**config.mk**
```make
export PLATFORM = sky130hd
export DESIGN_NAME = fpm
export DESIGN_NICKNAME = d
export VERILOG_FILES = /design/src/common/fpm_pkg.sv /design/src/rtl/fpm_decoder.sv /design/src/exponent/fpm_exp_path.sv /design/src/rtl/fpm_fic.sv /design/src/rtl/fpm_flags.sv /design/src/rtl/fpm.sv
export SDC_FILE = /design/constraint.sdc
export NUM_CORES = 1
export LEC_CHECK = 0
export BUFFER_PORTS_ARGS = -buffer_cell sky130_fd_sc_hd__buf_2
export CAP_MARGIN = 15
export CORE_MARGIN = 3
export CORE_UTILIZATION = 58
export DETAILED_ROUTE_END_ITERATION = 8
export PLACE_DENSITY = 0.95
export SLEW_MARGIN = 30
export SYNTH_ARGS = -nofsm -noshare
export SYNTH_HDL_FRONTEND = slang
export SYNTH_SLANG_ARGS = --single-unit
```
**constraint.sdc**
```tcl
create_clock -name f2strob -period 5.7 [get_ports f2strob]
set_input_delay 0.855 -clock f2strob [delete_from_list [all_inputs] [get_ports f2strob]]
set_output_delay 0.855 -clock f2strob [all_outputs]
set_load 0.01 [all_outputs]
```
**src/common/fpm_pkg.sv**
```systemverilog
package fpm_pkg;

	// widths fixed by the instruction format
	localparam int exp_w = 8;
	localparam int exp_ext_w = 10;
	localparam int ir_w = 3;
	localparam int fic_w = 6;

	// legal signed exponent range
	localparam int exp_max = 127;
	localparam int exp_min = -128;

	typedef logic [exp_w-1:0] exp_t;
	typedef logic [exp_ext_w-1:0] exp_ext_t;
	typedef logic [fic_w-1:0] fic_t;
	typedef logic [ir_w-1:0] ir_field_t;

	// decoded arithmetic operation, op_none when not an fp instruction
	typedef enum logic [3:0] {
		op_none = 4'd0,
		op_ad   = 4'd1,
		op_sd   = 4'd2,
		op_mw   = 4'd3,
		op_dw   = 4'd4,
		op_af   = 4'd5,
		op_sf   = 4'd6,
		op_mf   = 4'd7,
		op_df   = 4'd8
	} fp_op_t;

	// B bus source
	typedef enum logic [1:0] {
		bsel_inv  = 2'd0,
		bsel_pass = 2'd1,
		bsel_ones = 2'd2,
		bsel_zero = 2'd3
	} b_sel_t;

	typedef struct packed {
		logic ad_sd;
		logic mw_mf;
		logic dw_df;
		logic af_sf;
		logic is_float;
		logic is_fixed;
	} op_flags_t;

	// mantissa status from the T/M/C side
	typedef struct packed {
		logic t_zero;
		logic t_sign;
		logic t_ovf;
		logic carry;
	} t_status_t;

	typedef struct packed {
		logic c_f;
		logic v_f;
		logic m_f;
		logic z_f;
	} cond_flags_t;

endpackage

```
**src/rtl/fpm_decoder.sv**
```systemverilog
module fpm_decoder import fpm_pkg::*; (
	input  logic      f2strob,
	input  logic      _0_d_,
	input  logic      start,
	input  ir_field_t ir,
	input  logic      pufa,
	output fp_op_t    op,
	output op_flags_t op_flags
);

	fp_op_t op_next;

	// instruction field order: ad sd mw dw af sf mf df
	always_comb begin
		op_next = op_none;
		if (pufa) begin
			case (ir)
				3'd0: op_next = op_ad;
				3'd1: op_next = op_sd;
				3'd2: op_next = op_mw;
				3'd3: op_next = op_dw;
				3'd4: op_next = op_af;
				3'd5: op_next = op_sf;
				3'd6: op_next = op_mf;
				default: op_next = op_df;
			endcase
		end
	end

	always_ff @(posedge f2strob or negedge _0_d_) begin
		if (!_0_d_) begin
			op <= op_none;
		end else if (start) begin
			op <= op_next;
		end
	end

	// operation groups
	always_comb begin
		op_flags = '0;
		op_flags.ad_sd = (op == op_ad) || (op == op_sd);
		op_flags.mw_mf = (op == op_mw) || (op == op_mf);
		op_flags.dw_df = (op == op_dw) || (op == op_df);
		op_flags.af_sf = (op == op_af) || (op == op_sf);
		case (op)
			op_af, op_sf, op_mf, op_df: op_flags.is_float = 1'b1;
			op_ad, op_sd, op_mw, op_dw: op_flags.is_fixed = 1'b1;
			default: begin
				op_flags.is_float = 1'b0;
				op_flags.is_fixed = 1'b0;
			end
		endcase
	end

endmodule

```
**src/exponent/fpm_exp_path.sv**
```systemverilog
module fpm_exp_path import fpm_pkg::*; (
	input  logic     f2strob,
	input  logic     _0_d_,
	input  logic     ld,
	input  logic     lkb,
	input  exp_t     w,
	input  logic     b_ld,
	input  b_sel_t   b_sel,
	input  logic     pc8,
	input  logic     align,
	output exp_t     d,
	output exp_ext_t sum,
	output logic     sum_neg,
	output logic     exp_range
);

	exp_ext_t l_bus;
	exp_ext_t d_reg;
	exp_t     b_reg;
	exp_t     b_bus;
	exp_ext_t b_ext;
	exp_ext_t d_ext;
	exp_ext_t carry_in;
	logic     above_max;
	logic     below_min;

	// L bus, w with the two extension bits or the adder result
	always_comb begin
		if (lkb) begin
			l_bus = {{(exp_ext_w-exp_w){w[exp_w-1]}}, w};
		end else begin
			l_bus = sum;
		end
	end

	always_ff @(posedge f2strob or negedge _0_d_) begin
		if (!_0_d_) begin
			d_reg <= '0;
		end else if (ld) begin
			d_reg <= l_bus;
		end
	end

	assign d = d_reg[exp_w-1:0];

	// B takes the old D when ld and b_ld coincide
	always_ff @(posedge f2strob or negedge _0_d_) begin
		if (!_0_d_) begin
			b_reg <= '0;
		end else if (b_ld) begin
			b_reg <= d_reg[exp_w-1:0];
		end
	end

	always_comb begin
		case (b_sel)
			bsel_inv:  b_bus = ~b_reg;
			bsel_pass: b_bus = b_reg;
			bsel_ones: b_bus = '1;
			default:   b_bus = '0;
		endcase
	end

	// exponent adder, both operands sign extended
	assign b_ext = {{(exp_ext_w-exp_w){b_bus[exp_w-1]}}, b_bus};
	assign d_ext = {{(exp_ext_w-exp_w){d[exp_w-1]}}, d};
	assign carry_in = exp_ext_t'(pc8);
	assign sum = b_ext + d_ext + carry_in;
	assign sum_neg = sum[exp_ext_w-1];

	assign above_max = $signed(sum) > exp_max;
	assign below_min = $signed(sum) < exp_min;

	// out of range, sampled when the counter is loaded
	always_ff @(posedge f2strob or negedge _0_d_) begin
		if (!_0_d_) begin
			exp_range <= 1'b0;
		end else if (align) begin
			exp_range <= above_max || below_min;
		end
	end

endmodule

```
**src/rtl/fpm_fic.sv**
```systemverilog
module fpm_fic import fpm_pkg::*; (
	input  logic     f2strob,
	input  logic     _0_d_,
	input  logic     align,
	input  exp_ext_t sum,
	input  logic     sum_neg,
	input  logic     count,
	output logic     fic
);

	fic_t cnt;
	logic cnt_up;

	// negative distance counts up towards zero, positive counts down
	always_ff @(posedge f2strob or negedge _0_d_) begin
		if (!_0_d_) begin
			cnt    <= '0;
			cnt_up <= 1'b0;
		end else if (align) begin
			cnt    <= sum[fic_w-1:0];
			cnt_up <= sum_neg;
		end else if (count) begin
			if (cnt_up) begin
				cnt <= cnt + fic_t'(1);
			end else begin
				cnt <= cnt - fic_t'(1);
			end
		end
	end

	// alignment done
	assign fic = (cnt == '0);

endmodule

```
**src/rtl/fpm_flags.sv**
```systemverilog
module fpm_flags import fpm_pkg::*; (
	input  logic        f2strob,
	input  logic        _0_d_,
	input  logic        flags_ld,
	input  op_flags_t   op_flags,
	input  t_status_t   t_status,
	input  logic        exp_range,
	output cond_flags_t flags
);

	cond_flags_t flags_next;
	logic        any_op;

	assign any_op = op_flags.is_fixed || op_flags.is_float;

	always_comb begin
		// carry only for fixed add and subtract
		flags_next.c_f = op_flags.ad_sd & t_status.carry;

		// exponent overflow counts only in floating point
		flags_next.v_f = t_status.t_ovf | (op_flags.is_float & exp_range);

		flags_next.m_f = t_status.t_sign;

		flags_next.z_f = any_op & t_status.t_zero;
	end

	always_ff @(posedge f2strob or negedge _0_d_) begin
		if (!_0_d_) begin
			flags <= '0;
		end else if (flags_ld) begin
			flags <= flags_next;
		end
	end

endmodule

```
**src/rtl/fpm.sv**
```systemverilog
module fpm import fpm_pkg::*; (
	input  logic        f2strob,
	input  logic        _0_d_,
	input  logic        start,
	input  ir_field_t   ir,
	input  logic        pufa,
	input  logic        ld,
	input  logic        lkb,
	input  exp_t        w,
	input  logic        b_ld,
	input  b_sel_t      b_sel,
	input  logic        pc8,
	input  logic        align,
	input  logic        count,
	input  logic        flags_ld,
	input  t_status_t   t_status,
	output fp_op_t      op,
	output op_flags_t   op_flags,
	output exp_t        d,
	output exp_ext_t    sum,
	output logic        sum_neg,
	output logic        exp_range,
	output logic        fic,
	output cond_flags_t flags
);

	fpm_decoder u_decoder (
		.f2strob  (f2strob),
		._0_d_    (_0_d_),
		.start    (start),
		.ir       (ir),
		.pufa     (pufa),
		.op       (op),
		.op_flags (op_flags)
	);

	fpm_exp_path u_exp_path (
		.f2strob   (f2strob),
		._0_d_     (_0_d_),
		.ld        (ld),
		.lkb       (lkb),
		.w         (w),
		.b_ld      (b_ld),
		.b_sel     (b_sel),
		.pc8       (pc8),
		.align     (align),
		.d         (d),
		.sum       (sum),
		.sum_neg   (sum_neg),
		.exp_range (exp_range)
	);

	fpm_fic u_fic (
		.f2strob (f2strob),
		._0_d_   (_0_d_),
		.align   (align),
		.sum     (sum),
		.sum_neg (sum_neg),
		.count   (count),
		.fic     (fic)
	);

	fpm_flags u_flags (
		.f2strob   (f2strob),
		._0_d_     (_0_d_),
		.flags_ld  (flags_ld),
		.op_flags  (op_flags),
		.t_status  (t_status),
		.exp_range (exp_range),
		.flags     (flags)
	);

endmodule

```
== Yosys cells after proc, flatten, opt, wreduce, memory -nomap -nowiden ==
Cells that the tools add are included.
Widths: inputs -> output; s select.
Operators by class
  equality and inequality tests: 16
  $add $sub $neg: 4
  mux-type cells: 9
  magnitude comparators: 2
  bitwise logic cells: 5
  reduce and logical (&&, ||, !) cells: 12
Operator list (number)
  $pmux 4 s7: 1
  $pmux 8 s3: 1
  $mux 6: 3
  $eq 4x3->1 const B: 4
  $add 10x1->10: 1
  $gt 10x8->1 const B: 1
  $lt 10x8->1 const B: 1
  $add 8x8->9: 1
  $eq 3x3->1 const B: 3
  $eq 4x2->1 const B: 2
  $mux 8: 1
  $not 8->8: 1
  $reduce_or 4->1: 2
  $add 6x1->6 const B: 1
  $eq 3x2->1 const B: 2
  $logic_not 6->1: 1
  $logic_or 1x1->1: 6
  $sub 6x1->6 const B: 1
  $eq 4x1->1 const B: 1
  $eq 4x4->1 const B: 1
  $mux 4: 1
  $and 1x1->1: 3
  $eq 3x1->1 const B: 1
  $logic_not 3->1: 1
  other kinds (6): 7
Storage, ports and cells
  output and inout bits: 35
  register bits after elaboration: 32
  logic and storage cells: 58
  input bits: 28

== Depth between registers and ports, before layout ==
  depth after elaboration: 6
  mapped depth: 11
  gate-level depth less buffers: 11

== By module ==
Synthesis repeated with hierarchy kept, for this count alone.
Unflattened totals
  cell total of the unflattened synthesis: 228
  area, all modules: 2159.6 um^2
By module, submodules not included
  fpm_exp_path: instances 1, area an instance 1251.2 um^2, cells an instance 133, seq. area each 425.4 um^2
  fpm_fic: instances 1, area an instance 491.7 um^2, cells an instance 52, seq. area each 175.2 um^2
  fpm_decoder: instances 1, area an instance 257.7 um^2, cells an instance 29, seq. area each 100.1 um^2
  fpm_flags: instances 1, area an instance 158.9 um^2, cells an instance 14, seq. area each 100.1 um^2

== Worst setup path before layout ==
OpenSTA, ideal clock, no wires.
  path kind: input -> output
  from: in b_sel[0]
  to: out sum[8]
  data required time: 4845 ps
  setup slack: 1522 ps
  path buffers: 1
  stages on the path: 10
  data arrival time: 3323 ps
  path through: clkbuf_1 -> xnor2_1 -> ha_1 -> fa_1 -> xor2_1 -> nand2_1 -> nor3_2 -> nand4b_4 -> or3b_1 -> and2_1
On the way
  longest elaborated chain between the ends: 4
  elaborated cells on any way between the ends: 6
  those cells by class: 2 x add/sub; 2 x eq/ne; 1 x mux; 1 x reduce/logical
RTL lines
  start: declaration: RTL line fpm.sv:11  | input b_sel_t b_sel,
  $eq 2x2->1 (tied with other cells): RTL line fpm_exp_path.sv:56  | case (b_sel)
  $pmux 8 s3 (*): RTL line fpm_exp_path.sv:56
  $add 8x8->9 (*): RTL line fpm_exp_path.sv:68  | assign sum = b_ext + d_ext + carry_in;
  $add 10x1->10 (*): RTL line fpm_exp_path.sv:68
  end: declaration: RTL line fpm.sv:20  | output exp_ext_t sum,
Every way passes the cells marked *; elsewhere a longest branch is shown, timed or not.

== Worst setup path in the final report ==
  from: in b_sel[1]
  to: out sum[8]
Same word-level chain as after synthesis.

==> impl_results.md <==
* Die Width at between 70 and 80 um
* Critical path cell sequence: buf_2 -> nor2b_1 -> xnor2_1 -> ha_1 -> fa_1 -> xor2_1 -> nand2_1 -> nor3_2 -> nand4b_4 -> or3b_1 -> and2_1 -> buf_2
* Cts bufs inserted at 5
* Rows at 22
* # IOs at 63
* Mapped cell area at 0.00244 mm2
* Die Y at roughly 71 um
* Layout area overhead at 17.9%
* Initial DRC Count at between 200 and 300
* Sequential area share after synthesis at 0.328
* Fmax at 223 MHz
* DR DRC count at 0
* Min-delay worst type: flip-flop to flip-flop
* Per-cell routed wire length at between 15 and 20 um
* Max-Slew Margin vs Limit at 0.523
* EDFF count, synth at 0
* Layout cell share with drive strength beyond 1 at 0.309
* DR vias at around 2,200
* Initial antenna violation count at 0
* Unique cell type count in the Yosys netlist at 52
* Synthesized instance count at between 200 and 300
* H-tree depth at 2
* Layout Nets at 364
* Number of global-route vias before repair at 2,223
* Reg clk slew, reported paths at ~0.070 ns
* Grt total ovfl at 0
* Final setup fails at 0
* Via density at 6.03
* Cell repeated most along the worst path: buf_2
* Final Power at between 1500 and 2000 uW
* Most frequent cells in the layout: buf_2 (62), dfrtp_1 (32), nand2_1 (25), xnor2_1 (20), inv_1 (19)
* Initial Util at 0.633
* Main synth FF type: dfrtp_1
* Ys Warns at 0
* TritonCTS clock tree: done
* Worst-skew pair later-pin latency at slightly below 0.3 ns
* P per Cell Area at approximately 680 mW/mm2
* Hpwl dp at 4520 um
* Worst IR Drop VDD at around 0.24 mV
* DIE AREA at 0.00502 mm2
* Fin. Hold Viols at 0
* Fin crit share at 0.787
* Post-CTS Hold Fix Bufs at 0
* Pin count of the biggest net entering global routing at 33
* Port Buffers at 62
* Startpoint types: primary input
* Syn_nets at 303
* Critical Path Max Stage Delay at ~0.45 ns
* Core area at roughly 0.0039 mm2
* Status: finished clean
* Worst path slowest cell: fa_1
* Most common cell after layout, fill and taps aside: buf_2
* Minimum clock period after layout at roughly 4.5 ns
* GP Congestion at ~0.85
* Fraction of registers with async set/reset at 1.00
* Worst endpoint required time at 4.85 ns
* P_leak at about 0.0014 uW
* Setup bufs post-CTS at 0
* PostCTS Resize Cnt at 0
* Peak fanout along the critical path at 8
* Root buf cell: clkbuf_8
* Routed Wire Length at between 6000 and 7000 um
* Syn avg cell area at about 9.6 um2
* Worst-Margin Slew at 0.715 ns
* Synth area leader: dfrtp_1
* Total Routing Usage GR at 0.257
* Drt first pass iters at 4
* Yosys reg bits at 32
* Maxcap violations at 0
* Number of diodes at 0
* Max-slew violation count at 0
* Placed cell area at 0.00277 mm2
* Antenna Violating Nets Remaining at 0
* Clock skew at around 0.004 ns
* Synth top area cells: dfrtp_1 (33%), ha_1 (9.2%), xnor2_1 (7.2%)
* CP Class: primary input to output port
* Setup TNS Final at 0 ns
* Crit path capture type: output port
* Top-area cell type share of the netlist area at 0.328
* RSZ-0062 raised after global routing: false
* Max clock buf depth at 2
* CP arrival at between 3 and 4 ns
* First-pass GRT wire length at between 10,000 and 15,000 um
* Final instance area at about 0.0029 mm2
* CTS sink cnt at 32
## metrics by stage
stage               worst slack [ns]  hold slack (ns)   util  cells
global placement                1.46            0.481  0.719    357
global route                    1.10            0.527  0.746    365
floorplan                       1.52            0.473      -    255
finish                          1.21            0.501  0.746    365
detailed placement              1.30            0.488  0.719    357
CTS                             1.22            0.504  0.746    365
## final cells by class
cell class	instances	area (um2)
fill	288	977
tap	48	60.1
clock buffer	6	72.6
clock inverter	2	35.0
multi-input combinational	196	1530
inverter	19	71.3
sequential	32	801
timing repair buffer	62	310
## worst max-delay path: cells and delay by family
kind	cells	cell delay [ns]
buffers and inverters	2	0.29
adder cells (fa/ha/maj)	2	0.68
XOR/XNOR	2	0.42
AND/OR/NAND/NOR	6	1.38
## cell usage after synthesis (2+ instances only)
cell type and number:
and3_1 2, dfrtp_1 32, a311o_1 2, nor2_1 10
inv_1 19, o21ai_1 2, xor2_1 3, mux2_4 2
nand2_1 25, a21o_1 4, o22ai_1 2, nand3_1 5
xnor2_1 20, fa_1 2, o211ai_1 3, a21oi_1 14
clkbuf_1 5, nand4_1 2, nor3_1 7, nor2b_1 10
mux2i_1 6, o2111ai_1 4, mux2_2 14, o21bai_1 2
o21ai_0 14, ha_1 18
## cell families after synthesis
family	count (synthesis)	synth area share
AO/OA/AOI/OAI	57	0.155
XOR/XNOR	25	0.0959
adder cells (fa/ha/maj)	20	0.109
buffers and inverters	27	0.0462
flip-flops	32	0.328
multiplexers	22	0.102
AND/OR/NAND/NOR	72	0.164
## routing by layer
layer | part of all wire | GRT usage | vias to the layer above
met1 | 0.41 | 0.322 | 1047
met3 | 0.067 | 0.0568 | 27
met4 | 0.035 | 0.125 | 0
li1 | - | - | 1024
met2 | 0.49 | 0.419 | 103
met5 | 0 | 0 | -
## report_power, final
group          internal [uW]  total [uW]  switching (uW)  leakage [uW]
combinational            567        1340             771      0.000954
clock                    130         217            87.2     0.0000552
sequential               317         399            81.6      0.000383
## final timing paths
path / from / end / slack, ns / depth (start not counted)
min in group asynchronous: _0_d_ / u_fic.cnt[5] / 0.62 / 1
worst min-delay path: u_exp_path.b_reg[3] / u_exp_path.b_reg[3] / 0.50 / 1
worst max register to register: u_exp_path.b_reg[0] / u_exp_path.d_reg[5] / 2.60 / 10
worst min register to register: u_exp_path.b_reg[3] / u_exp_path.b_reg[3] / 0.50 / 1
max in group asynchronous: _0_d_ / u_exp_path.d_reg[0] / 4.63 / 1
worst max-delay path: b_sel[1] / sum[8] / 1.21 / 12
No activity file was read; power rests on OpenSTA's default activity.
